### config.mk
export PLATFORM = sky130hd
export DESIGN_NAME = controlUnit
export DESIGN_NICKNAME = d
export VERILOG_FILES = /design/src/design/mipsIsaPkg.sv /design/src/design/mipsCtrlPkg.sv /design/src/design/controlUnit.sv /design/src/design/aluDecoder.sv
export SDC_FILE = /design/constraint.sdc
export NUM_CORES = 1
export LEC_CHECK = 0
export BUFFER_PORTS_ARGS = -buffer_cell sky130_fd_sc_hd__buf_4
export CAP_MARGIN = 20
export CORE_MARGIN = 4
export CORE_UTILIZATION = 45
export CTS_CLUSTER_SIZE = 28
export DETAILED_ROUTE_END_ITERATION = 10
export PLACE_DENSITY = 0.81
export SLEW_MARGIN = 10
export SYNTH_ARGS = -nofsm -noshare
export SYNTH_HDL_FRONTEND = slang
export SYNTH_SLANG_ARGS = --single-unit
### constraint.sdc
create_clock -name cclk -period 2.6 [get_ports cclk]
set_clock_uncertainty 0.15 [all_clocks]
set_input_delay 0.39 -clock cclk [delete_from_list [all_inputs] [get_ports cclk]]
set_output_delay 0.39 -clock cclk [all_outputs]
set_load 0.02 [all_outputs]
### src/design/mipsIsaPkg.sv
package mipsIsaPkg;

	// Machine word
	typedef logic [31:0] word_t;

	// Memory geometry, word addressed
	localparam int MemWords = 256;
	localparam int MemAddrBits = 8;

	// Return address register for jal
	localparam logic [4:0] RegLink = 5'd31;

	// Instruction field positions
	localparam int OpLsb = 26;
	localparam int RsLsb = 21;
	localparam int RtLsb = 16;
	localparam int RdLsb = 11;
	localparam int ShamtLsb = 6;
	localparam int FunctLsb = 0;
	localparam int CodeBits = 6;
	localparam int RegBits = 5;
	localparam int ImmBits = 16;
	localparam int IndexBits = 26;

	// Primary opcodes
	typedef enum logic [5:0] {
		RType = 6'h00,
		J     = 6'h02,
		Jal   = 6'h03,
		Beq   = 6'h04,
		Bne   = 6'h05,
		Addi  = 6'h08,
		Slti  = 6'h0a,
		Andi  = 6'h0c,
		Ori   = 6'h0d,
		Xori  = 6'h0e,
		Lui   = 6'h0f,
		Lw    = 6'h23,
		Sw    = 6'h2b
	} opcode_e;

	// Function codes of R-type instructions
	typedef enum logic [5:0] {
		Sll = 6'h00,
		Srl = 6'h02,
		Sra = 6'h03,
		Jr  = 6'h08,
		Add = 6'h20,
		Sub = 6'h22,
		And = 6'h24,
		Or  = 6'h25,
		Xor = 6'h26,
		Nor = 6'h27,
		Slt = 6'h2a
	} funct_e;

endpackage
### src/design/mipsCtrlPkg.sv
package mipsCtrlPkg;

	// Multicycle FSM states
	typedef enum logic [4:0] {
		PreFetch, Fetch, Decode,
		MemAdr, MemRead, MemWriteback, MemWrite,
		Execute, AluWriteback, Branch,
		ItypeExecute, ItypeWriteback,
		Jump, JrState, JalState
	} ctrlState_e;

	// Operation class handed to the ALU decoder
	typedef enum logic [1:0] {AddOp, SubOp, FunctOp, ItypeOp} aluOp_e;

	typedef enum logic [3:0] {
		AluAdd, AluSub, AluAnd, AluOr, AluXor, AluNor,
		AluSlt, AluSll, AluSrl, AluSra, AluLui
	} aluCtrl_e;

	typedef enum logic [1:0] {SrcAPc, SrcARegA, SrcAShamt} srcA_e;
	typedef enum logic [1:0] {SrcBRegB, SrcBFour, SrcBImm, SrcBImmShift} srcB_e;
	typedef enum logic [1:0] {PcAluResult, PcAluOut, PcJump} pcSrc_e;
	typedef enum logic [1:0] {DstRt, DstRd, DstLink} regDst_e;

	typedef struct packed {
		logic     memToReg;
		logic     iOrD;
		regDst_e  regDst;
		pcSrc_e   pcSrc;
		srcA_e    aluSrcA;
		srcB_e    aluSrcB;
		// Bit 1 bne, bit 0 beq
		logic [1:0] branch;
		logic     irWrite;
		logic     memWrite;
		logic     pcWrite;
		logic     regWrite;
		logic     extSign;
		aluCtrl_e aluControl;
	} ctrlBundle_t;

	// Host side memory request
	typedef struct packed {
		logic                             valid;
		logic                             write;
		logic [mipsIsaPkg::MemAddrBits-1:0] addr;
		mipsIsaPkg::word_t                wdata;
	} hostReq_t;

	typedef struct packed {
		logic                             write;
		logic [mipsIsaPkg::MemAddrBits-1:0] addr;
		mipsIsaPkg::word_t                wdata;
	} memReq_t;

endpackage

### src/design/controlUnit.sv
module controlUnit (
	input logic cclk,
	input logic rstb,
	input mipsIsaPkg::word_t instr,
	input logic cpuStall,
	output mipsCtrlPkg::ctrlBundle_t ctrl
);
	import mipsIsaPkg::*;
	import mipsCtrlPkg::*;

	ctrlState_e state;
	ctrlState_e nextState;
	opcode_e opcode;
	funct_e funct;
	aluOp_e aluOp;
	logic [CodeBits-1:0] aluCode;
	aluCtrl_e aluControl;
	ctrlBundle_t decoded;

	assign opcode = opcode_e'(instr[OpLsb +: CodeBits]);
	assign funct = funct_e'(instr[FunctLsb +: CodeBits]);

	// I-type classes decode on the opcode, the rest on funct
	assign aluCode = (aluOp == ItypeOp) ? instr[OpLsb +: CodeBits] : instr[FunctLsb +: CodeBits];

	aluDecoder aluDecoder_i (
		.aluOp(aluOp),
		.code(aluCode),
		.aluControl(aluControl)
	);

	always_comb begin
		nextState = state;
		case (state)
			PreFetch: nextState = Fetch;
			Fetch: nextState = Decode;
			Decode: begin
				case (opcode)
					Lw, Sw: nextState = MemAdr;
					RType: nextState = Execute;
					Beq, Bne: nextState = Branch;
					Addi, Slti, Andi, Ori, Xori, Lui: nextState = ItypeExecute;
					J: nextState = Jump;
					Jal: nextState = JalState;
					// Unknown opcodes fall through as a no-op
					default: nextState = PreFetch;
				endcase
			end
			MemAdr: nextState = (opcode == Sw) ? MemWrite : MemRead;
			MemRead: nextState = MemWriteback;
			Execute: nextState = (funct == Jr) ? JrState : AluWriteback;
			ItypeExecute: nextState = ItypeWriteback;
			default: nextState = PreFetch;
		endcase
	end

	always_ff @(posedge cclk) begin
		if (!rstb) begin
			state <= PreFetch;
		end else if (!cpuStall) begin
			state <= nextState;
		end
	end

	// Per-state selects and enables
	// Follow-on states repeat the ALU setup of the state before, so ALU-out
	// keeps its value when a cycle is repeated under stall
	always_comb begin
		decoded = '0;
		decoded.regDst = DstRt;
		decoded.pcSrc = PcAluResult;
		decoded.aluSrcA = SrcAPc;
		decoded.aluSrcB = SrcBFour;
		decoded.aluControl = AluAdd;
		// Logic immediates are zero extended
		decoded.extSign = !(opcode inside {Andi, Ori, Xori});
		aluOp = AddOp;
		case (state)
			PreFetch: begin
				decoded.irWrite = 1'b1;
				decoded.pcWrite = 1'b1;
			end
			Decode: begin
				// Branch target into ALU-out
				decoded.aluSrcB = SrcBImmShift;
			end
			MemAdr, MemRead, MemWriteback, MemWrite: begin
				decoded.aluSrcA = SrcARegA;
				decoded.aluSrcB = SrcBImm;
				decoded.iOrD = (state == MemRead) || (state == MemWrite);
				decoded.memWrite = (state == MemWrite);
				decoded.memToReg = (state == MemWriteback);
				decoded.regWrite = (state == MemWriteback);
			end
			Execute, AluWriteback, JrState: begin
				decoded.aluSrcA = (funct inside {Sll, Srl, Sra}) ? SrcAShamt : SrcARegA;
				decoded.aluSrcB = SrcBRegB;
				decoded.regDst = DstRd;
				decoded.regWrite = (state == AluWriteback);
				// jr target is register A passed through the adder
				decoded.pcWrite = (state == JrState);
				aluOp = FunctOp;
			end
			Branch: begin
				decoded.aluSrcA = SrcARegA;
				decoded.aluSrcB = SrcBRegB;
				decoded.pcSrc = PcAluOut;
				decoded.branch = {opcode == Bne, opcode == Beq};
				aluOp = SubOp;
			end
			ItypeExecute, ItypeWriteback: begin
				decoded.aluSrcA = SrcARegA;
				decoded.aluSrcB = SrcBImm;
				decoded.regWrite = (state == ItypeWriteback);
				aluOp = ItypeOp;
			end
			Jump: begin
				decoded.pcSrc = PcJump;
				decoded.pcWrite = 1'b1;
			end
			JalState: begin
				decoded.pcSrc = PcJump;
				decoded.pcWrite = 1'b1;
				decoded.regDst = DstLink;
				decoded.regWrite = 1'b1;
			end
			default: begin
			end
		endcase
	end

	always_comb begin
		ctrl = decoded;
		ctrl.aluControl = aluControl;
		// Host owns memory, freeze every architectural update
		if (cpuStall) begin
			ctrl.irWrite = 1'b0;
			ctrl.memWrite = 1'b0;
			ctrl.pcWrite = 1'b0;
			ctrl.regWrite = 1'b0;
			ctrl.branch = 2'b00;
		end
	end

endmodule

### src/design/aluDecoder.sv
module aluDecoder (
	input mipsCtrlPkg::aluOp_e aluOp,
	input logic [5:0] code,
	output mipsCtrlPkg::aluCtrl_e aluControl
);
	import mipsIsaPkg::*;
	import mipsCtrlPkg::*;

	always_comb begin
		aluControl = AluAdd;
		case (aluOp)
			AddOp: aluControl = AluAdd;
			SubOp: aluControl = AluSub;
			FunctOp: begin
				case (funct_e'(code))
					Add: aluControl = AluAdd;
					Sub: aluControl = AluSub;
					And: aluControl = AluAnd;
					Or: aluControl = AluOr;
					Xor: aluControl = AluXor;
					Nor: aluControl = AluNor;
					Slt: aluControl = AluSlt;
					Sll: aluControl = AluSll;
					Srl: aluControl = AluSrl;
					Sra: aluControl = AluSra;
					// jr adds register A and the zero rt
					default: aluControl = AluAdd;
				endcase
			end
			ItypeOp: begin
				case (opcode_e'(code))
					Slti: aluControl = AluSlt;
					Andi: aluControl = AluAnd;
					Ori: aluControl = AluOr;
					Xori: aluControl = AluXor;
					Lui: aluControl = AluLui;
					default: aluControl = AluAdd;
				endcase
			end
			default: aluControl = AluAdd;
		endcase
	end

endmodule

; Word level (Yosys, flattened, before mapping)
; Memories as Yosys holds them, arrays and structs flattened.
; Index checks and enable logic that the tools add are counted.
[classes]
n_eq_ne = 39
muxes = 20
reduce_logical = 16
[ops]
columns = op, count
row1 = equality test 6 x 4 -> 1 bit (second input constant), 9
row2 = equality test 6 bit (second input constant), 7
row3 = one-hot mux 4 bit (9 select lines), 1
row4 = equality test 5 x 4 -> 1 bit (second input constant), 7
row5 = one-hot mux 5 bit (7 select lines), 1
row6 = equality test 6 x 2 -> 1 bit (second input constant), 4
row7 = equality test 5 x 3 -> 1 bit (second input constant), 4
row8 = one-hot mux 4 bit (5 select lines), 1
row9 = one-hot mux 4 bit (4 select lines), 1
row10 = equality test 6 x 3 -> 1 bit (second input constant), 2
row11 = zero test 6 bit, 2
row12 = 2-to-1 mux 6 bit, 2
row13 = one-hot mux 2 bit (2 select lines), 3
row14 = one-hot mux 2 bit (3 select lines), 2
row15 = equality test 5 x 2 -> 1 bit (second input constant), 2
row16 = 2-to-1 mux 2 bit, 4
row17 = OR reduction 4 bit, 2
row18 = OR reduction 7 bit, 1
row19 = nonzero test 3 bit, 2
row20 = OR reduction 3 bit, 2
row21 = OR reduction 6 bit, 1
row22 = equality test 5 x 1 -> 1 bit (second input constant), 1
row23 = zero test 5 bit, 1
row24 = equality test 2 bit (second input constant), 2
row25 = other kinds (9), 11
[word_totals]
register_bits = 5
romBits = 256
out_inout_bits = 21
elab_cells = 77
memories = 1
[memory_table]
columns = name, depth, word_bits, read_ports, rd_ports_with_merged_regs, wr, line_no
row1 = (no name shown), 64, 4, 1, 0, 0, controlUnit.sv:38  ; case (opcode)

; Logic depth before layout (Yosys ltp)
; Gate-level depths: netlist (run 1).
[logic_depth]
depth_word = 8
mapped_depth = 8
mapped_depth_nobuf = 7

; Modules after synthesis
; Synthesis (run 1) repeated with hierarchy kept, for this count alone.
[unflattened]
hier_cells = 157
hier_area_um2 = 1139.8
[modules_own_cells]
columns = mod, n_inst, cells_per_inst, area_per_inst_um2, seq_area_each_um2
row1 = controlUnit, 1, 123, 879.6, 80.1
row2 = aluDecoder, 1, 34, 260.2, 0.0

; Worst setup path before layout (run 1)
; OpenSTA, ideal clock, no wires.
[synth_path]
path_kind = flip-flop to output port
from = register state[3]
to = output port ctrl[0] in the netlist's numbering
arrival_time_ns = 1.803
required_time_ns = 2.060
setup_slack_ns = 0.257
stages_incl_launch_ff = 5
path_buffers = 1
cell_sequence = dfxtp_1 clkbuf_1 and3b_1 nand3_1 o311ai_0
[synth_rtl]
columns = element, line_no
row1 = from (decl), controlUnit.sv:11  ; ctrlState_e state;
row2 = from (signal assigned), controlUnit.sv:59  ; state <= PreFetch;
row3 = from (signal assigned), controlUnit.sv:61  ; state <= nextState;
row4 = to (decl), controlUnit.sv:6  ; output mipsCtrlPkg::ctrlBundle_t ctrl

==> summary.md, run 1 <==
| Metric | Value |
|---|---|
| Outcome | `complete, no violations` |
| H-tree lvl count | `1` |
| Post-Synth Simple-Gate Area | `0.3893` |
| Top reg by flops | `state` |
| Max Slew Vio Count | `0` |
| Setup bufs post-CTS | `0` |
| Max reg flops | `4` |
| GRT Resource Usage Total | `0.1975` |
| Clock Pin Slew Worst Setup and Hold Paths | `about 0.040 ns` |
| Fraction of layout cells with a size suffix above 1 | `0.2577` |
| Final instance area | `around 1300 um^2` |
| Fin nets | `between 200 and 250` |
| Inserted Diodes | `0` |
| Most frequent cells in the layout | `41 x buf_4, 18 x nor2_1, 16 x nand2_1, 12 x a21oi_1, 11 x o21ai_0` |
| Commonest non-fill, non-tap cell in the layout | `buf_4` |
| Sink Count | `4` |
| Largest area contributor in the netlist | `dfxtp_1` |
| Final hold viol count | `0` |
| Final Cycle Share | `0.9524` |
| Area contributors post-synth | `dfxtp_1 7.8%, nor2_1 6.6%, ha_1 6.1%, a21oi_1 5.8%, nand2_1 5.8%` |
| Top Registers | `state x4` |
| Die ar. | `about 3100 um^2` |
| WP data arrival | `about 1.9 ns` |
| Via density | `between 5 and 6` |
| Relative slew slack | `0.6937` |
| Setup slack after layout | `around 0.12 ns` |
| Max Buffers Root-to-Sink | `2` |
| Post-synth top area share | `0.07786` |
| HPWL after detailed placement | `2.343 mm` |
| Cells after Synth | `between 150 and 200` |
| DRT Wirelength | `~3.1 mm` |
| Power Density | `between 200 and 250 nW/um^2` |
| Kind of critical path | `in2out` |
| Dpl cell area | `between 1000 and 1500 um^2` |
| Initial antenna violation count | `0` |
| Clock Latency Late Sink | `between 0.2 and 0.3 ns` |
| Synth-to-Final Area Change | `29.81%` |
| Top FF cell, synth | `dfxtp_1` |
| CTS tree | `yes` |
| Fin crit period | `between 2 and 2.5 ns` |
| Peak Freq | `0.4038 GHz` |
| DR WL/cell | `roughly 14 um` |
| Final setup viols | `0` |
| CTS Hold Bufs | `0` |
| Die width | `approximately 56 um` |
| Final TNS setup | `0 ns` |
| Yosys warns | `0` |
| Crit path launch type | `primary input` |
| Max FO, Critical Path | `5` |
| Largest net degree at the start of global routing | `17` |
| Post-synth EDFFs | `0` |
| Asr flop ratio synth | `0` |
| Initial DRC Count | `between 40 and 50` |
| IO Port Bufs | `35` |
| Vias | `about 1300` |
| Vias in the first global route | `between 1000 and 1500` |
| GR Overflow Total | `0` |
| Residual DRC count | `0` |
| Root buf cell | `clkbuf_4` |
| Initial core utilization | `0.4694` |
| CTS Buf Count | `3` |
| Pwr Total | `slightly above 0.0003 W` |
| Unrepaired setup endpoints after global routing | `false` |
| Largest family of logic cells by synthesized area | `simple AND/OR/NAND/NOR gates` |
| Critical path endpoint category | `primary output` |
| Pleak | `0.5905 nW` |
| Post-Place Setup Slack | `~0.11 ns` |
| Synth cell types | `47` |
| Mapped Avg Cell Area | `between 6 and 7 um^2` |
| Critical path data required time | `a little over 2 ns` |
| Post-synthesis sequential area ratio | `0.07786` |
| Xor/xnor share of the synthesized area | `0.05109` |
| Peak VDD IR | `0.0001996 V` |
| Worst Hold Class | `in2reg` |
| Boundary Pins | `56` |
| First-pass GRT wire length | `roughly 5 mm` |
| Gpl congestion | `between 0.9 and 1` |
| Final hold slack | `between 0.2 and 0.3 ns` |
| Post-synthesis mux area share | `0` |
| Core region area | `between 2000 and 2500 um^2` |
| ANT nets after route | `0` |
| Compound-cell area share of the yosys netlist | `0.3297` |
| DRT Pass-1 Iters | `4` |
| Die height | `55.81 um` |
| Rows | `17` |
| Synth Cell Area | `between 1000 and 1500 um^2` |
| Worst-Margin Slew | `between 0.4 and 0.5 ns` |
| Post-Synth Adder-Cell Area | `0.06083` |
| Register bit total from synthesis | `4` |
| Max-Cap Viols | `0` |
| Post-synthesis net count | `between 200 and 250` |
## timing repair
action,CTS,global route
setup endpoints to repair,0,2
resized for setup,0,1
hold endpoints to repair,0,0
## cells in the mapped netlist (3+ instances only)
cell type,instances
nor2_1,18
nand2_1,16
a21oi_1,12
clkbuf_1,11
o21ai_0,11
inv_1,9
or3_1,7
nor2b_1,6
nor3_1,6
ha_1,5
and2_1,4
and3_1,4
dfxtp_1,4
xor2_1,4
a211oi_1,3
buf_2,3
o22ai_1,3
o311ai_0,3
## cell type report
class / instances / area (um^2)
Inverter: 9 / 33.78
Tap cell: 28 / 35.03
Clock buffer: 3 / 22.52
Fill cell: 206 / 855.8
Timing Repair Buffer: 41 / 307.8
Sequential cell: 4 / 81.33
Multi-Input combinational cell: 137 / 854.6
## routing by layer
metal,wire [um],vias to the layer above,share of wire,GRT usage
li1,-,662,-,-
met1,1328,622,0.42,0.2251
met2,1616,39,0.51,0.3581
met3,162,6,0.051,0.03480
met4,38,0,0.012,0.07986
met5,0,-,0,0
## where the power goes
part	leakage (nW)	switching, W	internal [W]
combinational	0.544	0.0000898	0.0000672
clock	0.0138	0.0000298	0.0000519
sequential	0.0331	0.00000694	0.0000651
## cell families (layout without fill, tap and decap cells)
logic type,after synthesis,in the layout
simple gates,75,75
compound gates,51,51
buf+inv,24,53
xor+xnor,6,6
fa+ha+maj,5,5
flops,4,4
## critical path, stage by stage
cell	delay, ns
buf_4	0.13
or3_4	0.40
or3_2	0.47
o21a_1	0.18
o22ai_1	0.11
o21ai_0	0.09
buf_4	0.17
## per-stage QoR
stage / std cells / utilization
after floorplan: 165 / -
after global placement: 219 / 0.5985
after detailed placement: 219 / 0.5985
after CTS: 222 / 0.6088
after global routing: 222 / 0.6094
final: 222 / 0.6094
## final timing paths
kind	cells after the start	end	slack (ns)	from
setup / recovery	7	ctrl[13]	0.12	instr[2]
setup reg to reg	5	state[3]	0.39	state[1]
hold reg to reg	2	state[2]	0.61	state[3]
hold / removal	2	state[3]	0.26	rstb
(Power assumes the default switching activity.)
==> inputs of run 2 (changes only) <==
--- a/config.mk
+++ b/config.mk
@@ -12,6 +12,7 @@
 export CTS_CLUSTER_SIZE = 28
 export DETAILED_ROUTE_END_ITERATION = 10
 export PLACE_DENSITY = 0.81
+export RECOVER_POWER = 25
 export SLEW_MARGIN = 10
 export SYNTH_ARGS = -nofsm -noshare
 export SYNTH_HDL_FRONTEND = slang
==> run 2 against run 1 <==
First-iteration DRC count down 6.5%; flip-flop and latch count unchanged; fmax about the same; hold slack about the same; core utilization down 0.51 points; cell area down 0.84%; die area unchanged; global-route usage unchanged; register-to-register slack about the same; final cell count unchanged; largest cell class unchanged; largest power group unchanged.
==> summary.md, run 2 (same netlist as run 1, synthesis figures left out) <==
| Metric | Value |
|---|---|
| Via density | `around 6` |
| Max-Cap Viols | `0` |
| Relative slew slack | `0.6921` |
| FF-to-FF path depth | `5` |
| Peak Freq | `around 0.40 GHz` |
| Critical path data required time | `between 2 and 2.5 ns` |
| Layout fillers | `210` |
| IO Port Bufs | `35` |
| Rows | `17` |
| Final setup viols | `0` |
| Sink Count | `4` |
| Outcome | `complete, no violations` |
| Max reg flops | `4` |
| Crit path launch type | `primary input` |
| Most frequent cells in the layout | `38 x buf_4, 18 x nor2_1, 16 x nand2_1, 12 x a21oi_1, 11 x o21ai_0` |
| Fin nets | `236` |
| Reg area | `81.33 um^2` |
| DR WL/cell | `about 14 um` |
| Max Buffers Root-to-Sink | `2` |
| DRT Wirelength | `3.169 mm` |
| Power Density | `234.7 nW/um^2` |
| Kind of critical path | `in2out` |
| GR Overflow Total | `0` |
| CTS tree | `yes` |
| Worst path depth | `7` |
| Critical-path cell list | `buf_4 > or3_4 > or3_2 > o21a_1 > o22ai_1 > o21ai_0 > buf_4` |
| Residual DRC count | `0` |
| Post-Place Setup Slack | `approximately 0.11 ns` |
| Worst-Margin Slew | `between 0.4 and 0.5 ns` |
| Commonest non-fill, non-tap cell in the layout | `buf_4` |
| Setup slack, reg-to-reg | `~0.40 ns` |
| Final hold viol count | `0` |
| Initial core utilization | `0.4694` |
| Critical path endpoint category | `primary output` |
| WP data arrival | `just under 2 ns` |
| Delay-heaviest family, CP | `simple AND/OR/NAND/NOR gates` |
| Multi-input gate area | `between 800 and 900 um^2` |
| Worst reg2reg startpoint | `state[1]` |
| CP max-delay cell | `or3_2` |
| Critical Path Max Stage Delay | `~0.47 ns` |
| Fraction of layout cells with a size suffix above 1 | `0.2423` |
| Boundary Pins | `between 50 and 60` |
| Dpl cell area | `~1300 um^2` |
| Initial DRC Count | `between 40 and 50` |
| DRT Pass-1 Iters | `4` |
| Clock Latency Late Sink | `roughly 0.25 ns` |
| CP Capture Point | `ctrl[13]` |
| H-tree lvl count | `1` |
| GRT Resource Usage Total | `0.1975` |
| Reg2reg end | `state[3]` |
| Top Registers | `state x4` |
| CTS Buf Count | `3` |
| Setup bufs post-CTS | `0` |
| Core region area | `about 2200 um^2` |
| Peak VDD IR | `approximately 0.0002 V` |
| Post-Place Cells | `about 220` |
| Initial antenna violation count | `0` |
| Worst setup startpoint | `instr[2]` |
| HPWL after detailed placement | `between 2 and 2.5 mm` |
| Unrepaired setup endpoints after global routing | `false` |
| Top reg by flops | `state` |
| Final std cells w/o fill | `~220` |
| Pwr Total | `approximately 0.00031 W` |
| Vias in the first global route | `around 1200` |
| Vias | `between 1000 and 1500` |
| Fin crit period | `around 2.5 ns` |
| CP most frequent cell | `buf_4` |
| Root buf cell | `clkbuf_4` |
| Die width | `~56 um` |
| Gpl congestion | `a little over 0.9` |
| Final TNS setup | `0 ns` |
| Worst Hold Class | `in2reg` |
| Die height | `around 56 um` |
| Synth-to-Final Area Change | `28.71%` |
| Clock Pin Slew Worst Setup and Hold Paths | `around 0.04 ns` |
| Die ar. | `3114 um^2` |
| Largest net degree at the start of global routing | `17` |
| Max Slew Vio Count | `0` |
| Worst path bufs/invs | `2` |
| Max FO, Critical Path | `5` |
| Pleak | `0.5789 nW` |
| First-pass GRT wire length | `approximately 5.1 mm` |
| Final instance area | `about 1300 um^2` |
| Setup slack after layout | `around 0.12 ns` |
| ANT nets after route | `0` |
| Final Cycle Share | `0.9531` |
| Inserted Diodes | `0` |
-- run 2: worst reg2reg max path, cell delays in order (launching register included) --
cell,delay (ns)
dfxtp_1,0.48
buf_4,0.27
or4b_2,0.62
a2111oi_0,0.39
a221oi_1,0.10
nor2b_1,0.13
-- run 2: report_power, final --
| group | leakage [nW] | internal (W) | switching, W | total, W |
|---|---|---|---|---|
| sequential | 0.0331 | 0.0000651 | 0.00000690 | 0.0000720 |
| clock | 0.0138 | 0.0000519 | 0.0000298 | 0.0000817 |
| combinational | 0.532 | 0.0000669 | 0.0000900 | 0.000157 |
-- run 2: layout make-up --
class	instances	share of cell area
Multi-Input combinational cell	137	0.6456
Timing Repair Buffer	41	0.2240
Sequential cell	4	0.06144
Tap cell	28	0.02647
Inverter	9	0.02552
Clock buffer	3	0.01701
-- run 2: what timing repair did --
action / CTS / global route
gates resized for setup: 0 / 1
hold endpoints to repair: 0 / 0
hold buffers: 0 / 0
endpoints found under the setup margin: 0 / 2
-- run 2: worst min path at each step --
stage	cells after the start	end	startpoint	slack, ns
final	2	state[3]	rstb	0.26
after global placement	2	state[3]	rstb	0.48
after detailed placement	2	state[3]	rstb	0.51
after CTS	2	state[3]	rstb	0.26
after global routing	2	state[3]	rstb	0.29
after floorplan	1	state[3]	rstb	0.37
-- run 2: metal layers --
| layer | track usage | wire (um) |
|---|---|---|
| met5 | 0 | 0 |
| met4 | 0.07986 | 38 |
| met3 | 0.03480 | 197 |
| met2 | 0.3581 | 1623 |
| met1 | 0.2251 | 1310 |
-- run 2: through the flow --
step	hold WS, ns	util
finish	0.2610	0.6042
global route	0.2935	0.6042
CTS	0.2634	0.6088
detailed placement	0.5117	0.5985
global placement	0.4821	0.5985
floorplan	0.3682	-
